--- src/design/emesh_pkg.sv ---
package emesh_pkg;

   //##############################
   // link field widths
   //##############################

   localparam int AW = 32;                 // address and data field width
   localparam int CW = 5;                  // ctrlmode field width
   localparam int PW = 1 + 2 + CW + 3 * AW;  // full packet, 104 bits

   //##############################
   // transfer size
   //##############################

   // datamode picks how many low bytes a write touches
   typedef enum logic [1:0] {
      DM_BYTE   = 2'b00,   // bits 7:0
      DM_HALF   = 2'b01,   // bits 15:0
      DM_WORD   = 2'b10,   // all 32 bits
      DM_DOUBLE = 2'b11    // 64 bits with high word in srcaddr
   } datamode_t;

   //##############################
   // packet layout
   //##############################

   // first member lands in the top bit
   typedef struct packed {
      logic          write;      // 1 for write, 0 for read request
      datamode_t     datamode;
      logic [CW-1:0] ctrlmode;   // passed back on read responses
      logic [AW-1:0] dstaddr;    // target address
      logic [AW-1:0] data;       // low data word
      logic [AW-1:0] srcaddr;    // return address or high data word
   } emesh_packet_t;

   // lane mask for the low data word of a write
   function automatic logic [AW-1:0] datamode_mask(datamode_t dm);
      logic [AW-1:0] mask;
      case (dm)
         DM_BYTE:
            mask = 32'h0000_00ff;
         DM_HALF:
            mask = 32'h0000_ffff;
         default:
            mask = '1;           // word and double take the whole word
      endcase
      return mask;
   endfunction

endpackage

--- src/design/regbank_pkg.sv ---
package regbank_pkg;

   //##############################
   // register map
   //##############################

   localparam int REG_INDEX_W    = 3;   // enough to name the default bank
   localparam int REG_BYTE_SHIFT = 2;   // one register per 4 byte stride

   // value every writable register comes out of reset with
   localparam logic [31:0] REG_RESET = 32'h0000_0000;

   // default 8 register layout
   typedef enum logic [REG_INDEX_W-1:0] {
      REG_ID       = 3'd0,   // read only, returns the chip id
      REG_CTRL     = 3'd1,   // control bits
      REG_STATUS   = 3'd2,   // status word
      REG_SCRATCH0 = 3'd3,
      REG_SCRATCH1 = 3'd4,
      REG_SCRATCH2 = 3'd5,
      REG_SCRATCH3 = 3'd6,
      REG_SCRATCH4 = 3'd7    // last index so a double write here wraps to id
   } reg_index_t;

   // note that ctrl and status have no side effects in this block
   // software treats them as plain storage

endpackage

--- src/design/emesh_readback.sv ---
module emesh_readback (
   input  logic                     clk,
   input  logic                     nreset,
   input  logic                     access_in,   // request strobe
   input  logic                     ready_in,    // pushback from downstream
   input  emesh_pkg::emesh_packet_t packet_in,   // request packet
   input  logic [63:0]              read_data,   // registered in the bank
   output logic                     access_out,  // response strobe
   output emesh_pkg::emesh_packet_t packet_out,  // write-back packet
   output logic                     ready_out    // pushback to upstream
);

   // header fields kept from the read request
   typedef struct packed {
      emesh_pkg::datamode_t     datamode;
      logic [emesh_pkg::CW-1:0] ctrlmode;   // all 5 bits ride back
      logic [emesh_pkg::AW-1:0] dstaddr;    // from request srcaddr
   } rsp_hdr_t;

   logic     rd_take;   // accepted read
   rsp_hdr_t hdr_q;

   assign rd_take = access_in & ready_in & ~packet_in.write;

   //##############################
   // pipeline stage
   //##############################

   // holds while ready_in is low
   always_ff @(posedge clk or negedge nreset)
   begin
      if (!nreset)
         access_out <= 1'b0;
      else if (ready_in)
         access_out <= access_in & ~packet_in.write;   // writes get no reply
   end

   always_ff @(posedge clk)
   begin
      if (rd_take)
      begin
         hdr_q.datamode <= packet_in.datamode;
         hdr_q.ctrlmode <= packet_in.ctrlmode;
         hdr_q.dstaddr  <= packet_in.srcaddr;   // send back to the requester
      end
   end

   // no buffering of our own
   assign ready_out = ready_in;

   //##############################
   // response packet
   //##############################

   assign packet_out = '{
      write:    1'b1,               // response is a write
      datamode: hdr_q.datamode,
      ctrlmode: hdr_q.ctrlmode,
      dstaddr:  hdr_q.dstaddr,
      data:     read_data[31:0],    // register at index
      srcaddr:  read_data[63:32]    // register at index+1
   };

   // read_data comes from the bank so this covers both blocks
   a_hold_on_stall : assert property (
      @(posedge clk) disable iff (!nreset)
      !ready_in |=> $stable(access_out) && (!access_out || $stable(packet_out))
   );

endmodule

--- src/design/emesh_regbank.sv ---
module emesh_regbank #(
   parameter int          NUM_REGS = 8,            // power of two
   parameter logic [31:0] CHIP_ID  = 32'h0000_0000 // value of register 0
) (
   input  logic                     clk,
   input  logic                     nreset,
   input  logic                     access_in,   // one cycle strobe
   input  logic                     ready_in,    // downstream can take a response
   input  emesh_pkg::emesh_packet_t packet_in,
   output logic [63:0]              read_data    // {index+1, index}
);

   localparam int AW = emesh_pkg::AW;
   localparam int IW = $clog2(NUM_REGS);   // register index width

   logic [IW-1:0] idx;        // selected register
   logic [IW-1:0] idx_nxt;    // its neighbour for double accesses
   logic          wr_en;      // accepted write
   logic          rd_en;      // accepted read
   logic          wr_double;  // accepted double write
   logic [AW-1:0] wr_mask;    // datamode lanes
   logic [AW-1:0] regs [NUM_REGS];

   //##############################
   // decode
   //##############################

   assign idx     = packet_in.dstaddr[regbank_pkg::REG_BYTE_SHIFT +: IW];  // modulo NUM_REGS
   assign idx_nxt = idx + IW'(1);   // wraps back to 0

   // a packet counts only when downstream is ready
   assign wr_en = access_in & ready_in & packet_in.write;
   assign rd_en = access_in & ready_in & ~packet_in.write;

   assign wr_double = wr_en & (packet_in.datamode == emesh_pkg::DM_DOUBLE);
   assign wr_mask   = emesh_pkg::datamode_mask(packet_in.datamode);

   //##############################
   // storage
   //##############################

   for (genvar i = 0; i < NUM_REGS; i++)
   begin : g_reg
      if (i == int'(regbank_pkg::REG_ID))
      begin : g_id
         assign regs[i] = CHIP_ID;   // id is pinned, writes drop
      end
      else
      begin : g_rw
         logic sel_lo;   // low word lands here
         logic sel_hi;   // high word of a double lands here

         assign sel_lo = wr_en && (idx == IW'(i));
         assign sel_hi = wr_double && (idx_nxt == IW'(i));

         // sel_lo and sel_hi never hit the same register
         always_ff @(posedge clk or negedge nreset)
         begin
            if (!nreset)
               regs[i] <= regbank_pkg::REG_RESET;
            else if (sel_lo)
               regs[i] <= (regs[i] & ~wr_mask) | (packet_in.data & wr_mask);  // merge lanes
            else if (sel_hi)
               regs[i] <= packet_in.srcaddr;   // upper half of double
         end
      end
   end

   //##############################
   // read port
   //##############################

   // sampled at the accepting edge
   // a write one cycle earlier is already in regs
   always_ff @(posedge clk)
   begin
      if (rd_en)
         read_data <= {regs[idx_nxt], regs[idx]};
   end

   // readback builds its response from this one cycle later
   a_read_data_known : assert property (
      @(posedge clk) disable iff (!nreset)
      rd_en |=> !$isunknown(read_data)
   );

endmodule

--- src/design/emesh_regs_top.sv ---
module emesh_regs_top #(
   parameter int          NUM_REGS = 8,              // power of two
   parameter logic [31:0] CHIP_ID  = 32'h0e5a_0001   // returned by register 0
) (
   input  logic                     clk,
   input  logic                     nreset,

   // request side
   input  logic                     access_in,
   input  emesh_pkg::emesh_packet_t packet_in,
   output logic                     ready_out,

   // response side
   output logic                     access_out,
   output emesh_pkg::emesh_packet_t packet_out,
   input  logic                     ready_in
);

   logic [63:0] read_data;   // bank to readback

   //##############################
   // register bank
   //##############################

   emesh_regbank #(
      .NUM_REGS (NUM_REGS),
      .CHIP_ID  (CHIP_ID)
   ) regbank_i (
      .clk       (clk),
      .nreset    (nreset),
      .access_in (access_in),
      .ready_in  (ready_in),
      .packet_in (packet_in),
      .read_data (read_data)
   );

   //##############################
   // response path
   //##############################

   // same request fans out to both blocks
   emesh_readback readback_i (
      .clk        (clk),
      .nreset     (nreset),
      .access_in  (access_in),
      .ready_in   (ready_in),
      .packet_in  (packet_in),
      .read_data  (read_data),
      .access_out (access_out),
      .packet_out (packet_out),
      .ready_out  (ready_out)    // straight from ready_in
   );

endmodule

--- config.mk ---
export PLATFORM = sky130hd
export DESIGN_NAME = emesh_regs_top
export DESIGN_NICKNAME = d
export VERILOG_FILES = /design/src/design/emesh_pkg.sv /design/src/design/regbank_pkg.sv /design/src/design/emesh_readback.sv /design/src/design/emesh_regbank.sv /design/src/design/emesh_regs_top.sv
export SDC_FILE = /design/constraint.sdc
export NUM_CORES = 1
export LEC_CHECK = 0
export BUFFER_PORTS_ARGS = -buffer_cell sky130_fd_sc_hd__buf_2
export CAP_MARGIN = 20
export CORE_MARGIN = 2
export CORE_UTILIZATION = 53
export DETAILED_ROUTE_END_ITERATION = 10
export HOLD_SLACK_MARGIN = 0.05
export PLACE_DENSITY = 0.77
export SETUP_SLACK_MARGIN = 0.2
export SYNTH_ARGS = -nofsm -noshare
export SYNTH_HDL_FRONTEND = slang
export SYNTH_SLANG_ARGS = --single-unit
--- constraint.sdc ---
create_clock -name clk -period 1.1 [get_ports clk]
set_input_delay 0.165 -clock clk [delete_from_list [all_inputs] [get_ports clk]]
set_output_delay 0.165 -clock clk [all_outputs]
set_load 0.01 [all_outputs]
==> reports/results.tsv, run 1 <==
stage	metric	value	unit
status	status	did not finish	
status	Last stage	global routing	
status	tool error	[ERROR GRT-0232] Routing congestion too high. Check the congestion heatmap in the GUI.	
yosys	EDFF count, synth	103	
yosys	synth cell count leaders	dfrtp_1, nor2_1, a21oi_1	
clock_tree	clk buf depth	3	
timing	WEP type	register input	
yosys	Post-Syn Instances	1584	
placement	Final GP Congestion	0.930	
clock_tree	CTS root buf	clkbuf_16	
yosys	post-synth top area cell	dfrtp_1	
placement	dpl hpwl	38.0	mm
yosys	synthesized area	17100	um2
clock_tree	Clock Sinks	328	
grt	gr ovfl total	3	
clock_tree	# H-tree levels	2	
placement	PortBufs	183	
yosys	Area contributors post-synth	dfrtp_1, edfxtp_1, mux4_2	
floorplan	Die Ht	184	um
yosys	Mapped Nets	1697	
floorplan	Die Wd	184	um
grt	initial antenna violation count	19	
yosys	post-synthesis simple-gate area fraction	9.43	%
yosys	yosys warns	0	
yosys	number of synthesized register bits	328	
grt	largest net degree at the start of global routing	64	
timing	worst setup endpoint GRT	regbank_i.read_data[30]$_DFFE_PP_/D	
yosys	compound-cell area share of the yosys netlist	18.2	%
yosys	Synth top area share	32.9	%
yosys	Synth Area in Adders	0.365	%
yosys	Unique masters post-synth	52	
grt	gr usage total	76.2	%
yosys	Syn Area/Cell	10.8	um2
yosys	Seq/Total Area, Yosys	50.9	%
yosys	proportion of synthesized area in mux cells	16.7	%
yosys	largest family of logic cells by synthesized area	compound AO/OA/AOI/OAI gates	
floorplan	FP Rows	65	
yosys	Post-synth ARST share	68.6	%
yosys	most common cell in the netlist	dfrtp_1	
placement	placed instance count	2329	
yosys	post-synthesis xor/xnor area fraction	0.256	%
clock_tree	total CTS buffers	36	
floorplan	I/O pins	214	
yosys	Synth Flop Type	dfrtp_1	
floorplan	initial core utilization	54.0	%
through the flow:
stage / area [um2] / TNS, ps / util (%) / setup WS [ps]
2_1_floorplan: 18300 / -304670 / - / -1170
4_1_cts: 26300 / -46170 / 83.0 / -230
3_3_place_gp: 21700 / -228990 / 68.3 / -782
3_5_place_dp: 21700 / -240620 / 68.3 / -824
timing repair:
item / CTS
gates resized for setup: 295
buffers inserted: 68
cloned: 21
hold buffers: 106
endpoints found under the hold margin: 396
endpoints found under the setup margin: 495
pin swaps: 85
metal layers:
metal	overflow	global-route usage, %
met1	0	76.8
met2	1	88.9
met3	1	67.3
met4	1	71.8
met5	0	33.5
logic make-up after synthesis:
| family | Yosys count |
|---|---|
| compound gates | 513 |
| mux | 209 |
| flops | 328 |
| buf+inv | 157 |
| simple gates | 369 |
| other cells | 1 |
| xor+xnor | 2 |
| fa+ha+maj | 5 |
==> inputs of run 2 (changes only) <==
CORE_UTILIZATION = 40   (was 53)
HOLD_SLACK_MARGIN = not set   (was 0.05)
PLACE_DENSITY = not set   (was 0.77)
PLACE_DENSITY_LB_ADDON = 0.15   (was not set)
SETUP_SLACK_MARGIN = not set   (was 0.2)
clock period = 1.4 ns   (was 1.1 ns; I/O delays follow)
==> run 2 against run 1 <==
  * The flow now finishes without violations
  * Area after synthesis stayed put
  * Synthesized cell count did not move
==> reports/results.tsv, run 2 <==
stage	metric	value	unit	change
clock_tree	Clock Latency Late Sink	570	ps	
grt	initial antenna violation count	2		
critical_path	slowest CP cell	edfxtp_1		
placement	PortBufs	183		unchanged
clock_tree	# H-tree levels	2		unchanged
clock_tree	CTS tree	built		
yosys	Synth Flop Type	dfrtp_1		
layout	layout cell share with drive strength beyond 1	34.9	%	
clock_tree	total CTS buffers	40		+11%
yosys	post-synth top area cell	dfrtp_1		
routing	via count	14600		
yosys	Seq/Total Area, Yosys	50.9	%	unchanged
grt	gr usage total	25.9	%	
routing	wire per inst	23.0	um	
floorplan	I/O pins	214		unchanged
clock_tree	clk slew on worst S/H paths	60	ps	
grt	met2 Use GR	42.1	%	
grt	GRT busiest layer	met2		
critical_path	worst path cell trace	buf_2		
critical_path	Arr. time, crit path	1170	ps	
routing	Iter 0 DRT Violations	974		
placement	DP Worst Slack	-584	ps	+240 ps
yosys	Syn Area/Cell	10.8	um2	unchanged
placement	Final GP Congestion	0.835		-10%
yosys	yosys warns	0		unchanged
power	Leak	0.00937	uW	
timing	RSZ-0062 raised after global routing	true		
routing	antenna-violating nets left	0		
yosys	Area contributors post-synth	dfrtp_1, edfxtp_1, mux4_2		
critical_path	delay-heaviest family, CP	flip-flops		
critical_path	Crit path largest cell delay	440	ps	
yosys	Post-synth ARST share	68.6	%	unchanged
grt	vias in the first global route	14900		
yosys	EDFF count, synth	103		unchanged
critical_path	WP buf/inv	1		
yosys	Mapped Nets	1697		unchanged
timing	fmax	725	MHz	
grt	GR Util met1	35.4	%	
floorplan	total core area	42100	um2	
critical_path	crit path kind	flip-flop to output pin		
clock_tree	CTS root buf	clkbuf_16		
timing	fin. max-slew vios	0		
floorplan	Die Ht	211	um	+15%
layout	layout net count	2035		
status	status	finished clean		
power	pwr dens	1310	nW/um2	
clock_tree	Clock Sinks	328		unchanged
floorplan	Die ar.	44500	um2	
yosys	synth cell count leaders	dfrtp_1, nor2_1, a21oi_1		
grt	gr ovfl total	0		
layout	fin area	22900	um2	
yosys	most common cell in the netlist	dfrtp_1		
run	maxcap violations	0		
layout	final std cells w/o fill	2493		
routing	residual DRC count	0		
routing	routed vias/inst	5.84		
floorplan	FP Rows	75		+15%
grt	largest net degree at the start of global routing	62		
yosys	synthesized area	17100	um2	unchanged
layout	most frequent cells in the layout	dfrtp_1, nor2_1, buf_2		
placement	dpl hpwl	38.6	mm	+1.6%
yosys	number of synthesized register bits	328		unchanged
layout	area grow syn2layout	33.6	%	
timing	Setup Skew	16.5	ps	
layout	final core occ	54.3	%	
timing	Tmin final	1380	ps	
timing	pin slew with the least headroom to its limit	541	ps	
critical_path	Crit Path Max Fanout	1		
critical_path	crit path capture type	output pin		
routing	drt first pass iters	5		
timing	final worst slack	20.6	ps	
timing	max_slew headroom	63.9	%	
critical_path	Worst Path Required	1190	ps	
placement	dpl cell area	20900	um2	-3.6%
timing	fin crit share	98.5	%	
timing	final hold slack	22.5	ps	
yosys	Synth top area share	32.9	%	unchanged
timing	endpoints failing hold	0		
clock_tree	clk buf depth	3		unchanged
power	Max VDD drop	0.758	mV	
floorplan	Die Wd	211	um	+15%
yosys	Post-Syn Instances	1584		unchanged
grt	first-pass GRT wire length	88.0	mm	
critical_path	Worst setup SP type	flip-flop		
yosys	Unique masters post-synth	52		unchanged
placement	placed instance count	2350		+0.90%
timing	Final Setup Violations	0		
grt	GR Layer Usage met3	4.77	%	
worst_hold_path	HP Class	primary input to flip-flop		
routing	final WL	57.4	mm	
floorplan	initial core utilization	40.6	%	-13 points
layout	commonest non-fill, non-tap cell in the layout	dfrtp_1		
[run 2: per-stage QoR]
| step | power, uW | setup TNS (ps) |
|---|---|---|
| after floorplan | 17600 | -204960 |
| after global placement | 19600 | -124620 |
| after detailed placement | 19900 | -130920 |
| after CTS | 30200 | -43.9 |
| after global routing | 31500 | -72.2 |
| final | 30000 | 0 |
[run 2: layout make-up]
cell class                 count  area, um2
antenna                        1       2.50
clock buffer                  55       1110
clock inverter                18        153
fill                        3577      19200
inverter                      29        116
multi-input combinational   1099       8510
sequential                   328       8720
tap                          539        674
timing repair buffer         424       3600
[run 2: cell families (layout without fill, tap and decap cells)]
group	Yosys count	in the layout	share of synthesized area, %
AOI/OAI and AO/OA	513	513	18.2
and+or+nand+nor	369	369	9.43
DFF	328	328	50.9
muxes	209	209	16.7
buffers and inverters	157	526	4.01
adders and majority gates	5	5	0.365
xor gates and xnor gates	2	2	0.256
other	1	2	0.0219
[run 2: worst paths after layout]
kind	from	to	slack, ps	depth (start not counted)
worst max register to register	flip-flop	regbank_i.read_data[63]	40	3
worst min register to register	flip-flop	flip-flop	520	1
max in group asynchronous	nreset	asynchronous set/reset pin	650	3
worst min-delay path	packet_in[18]	readback_i.packet_out[82]	20	1
min in group asynchronous	nreset	regbank_i.regs[102]	100	2
worst max-delay path	regbank_i.read_data[48]	packet_out[16]	20	1
[run 2: report_power, final]
group	internal, uW	switching (uW)	total (uW)
Clock	5910	4180	10100
Sequential	11900	1460	13300
Combinational	3590	3030	6620
[run 2: timing repair]
| item | in CTS | in global routing |
|---|---|---|
| setup buffers | 0 | 4 |
| endpoints found under the setup margin | 4 | 46 |
| resized for setup | 0 | 8 |
| pin swaps | 0 | 3 |
| gates cloned | 0 | 1 |
| hold buffers | 64 | 0 |
| hold endpoints to repair | 356 | 0 |
[run 2: routing by layer]
layer / wire [um] / part of all wire [%]
met5: 9 / 0.016
met2: 27400 / 48
met4: 1330 / 2.3
met3: 3450 / 6.0
met1: 25300 / 44
Note: power is estimated with default switching activity, not from simulation.
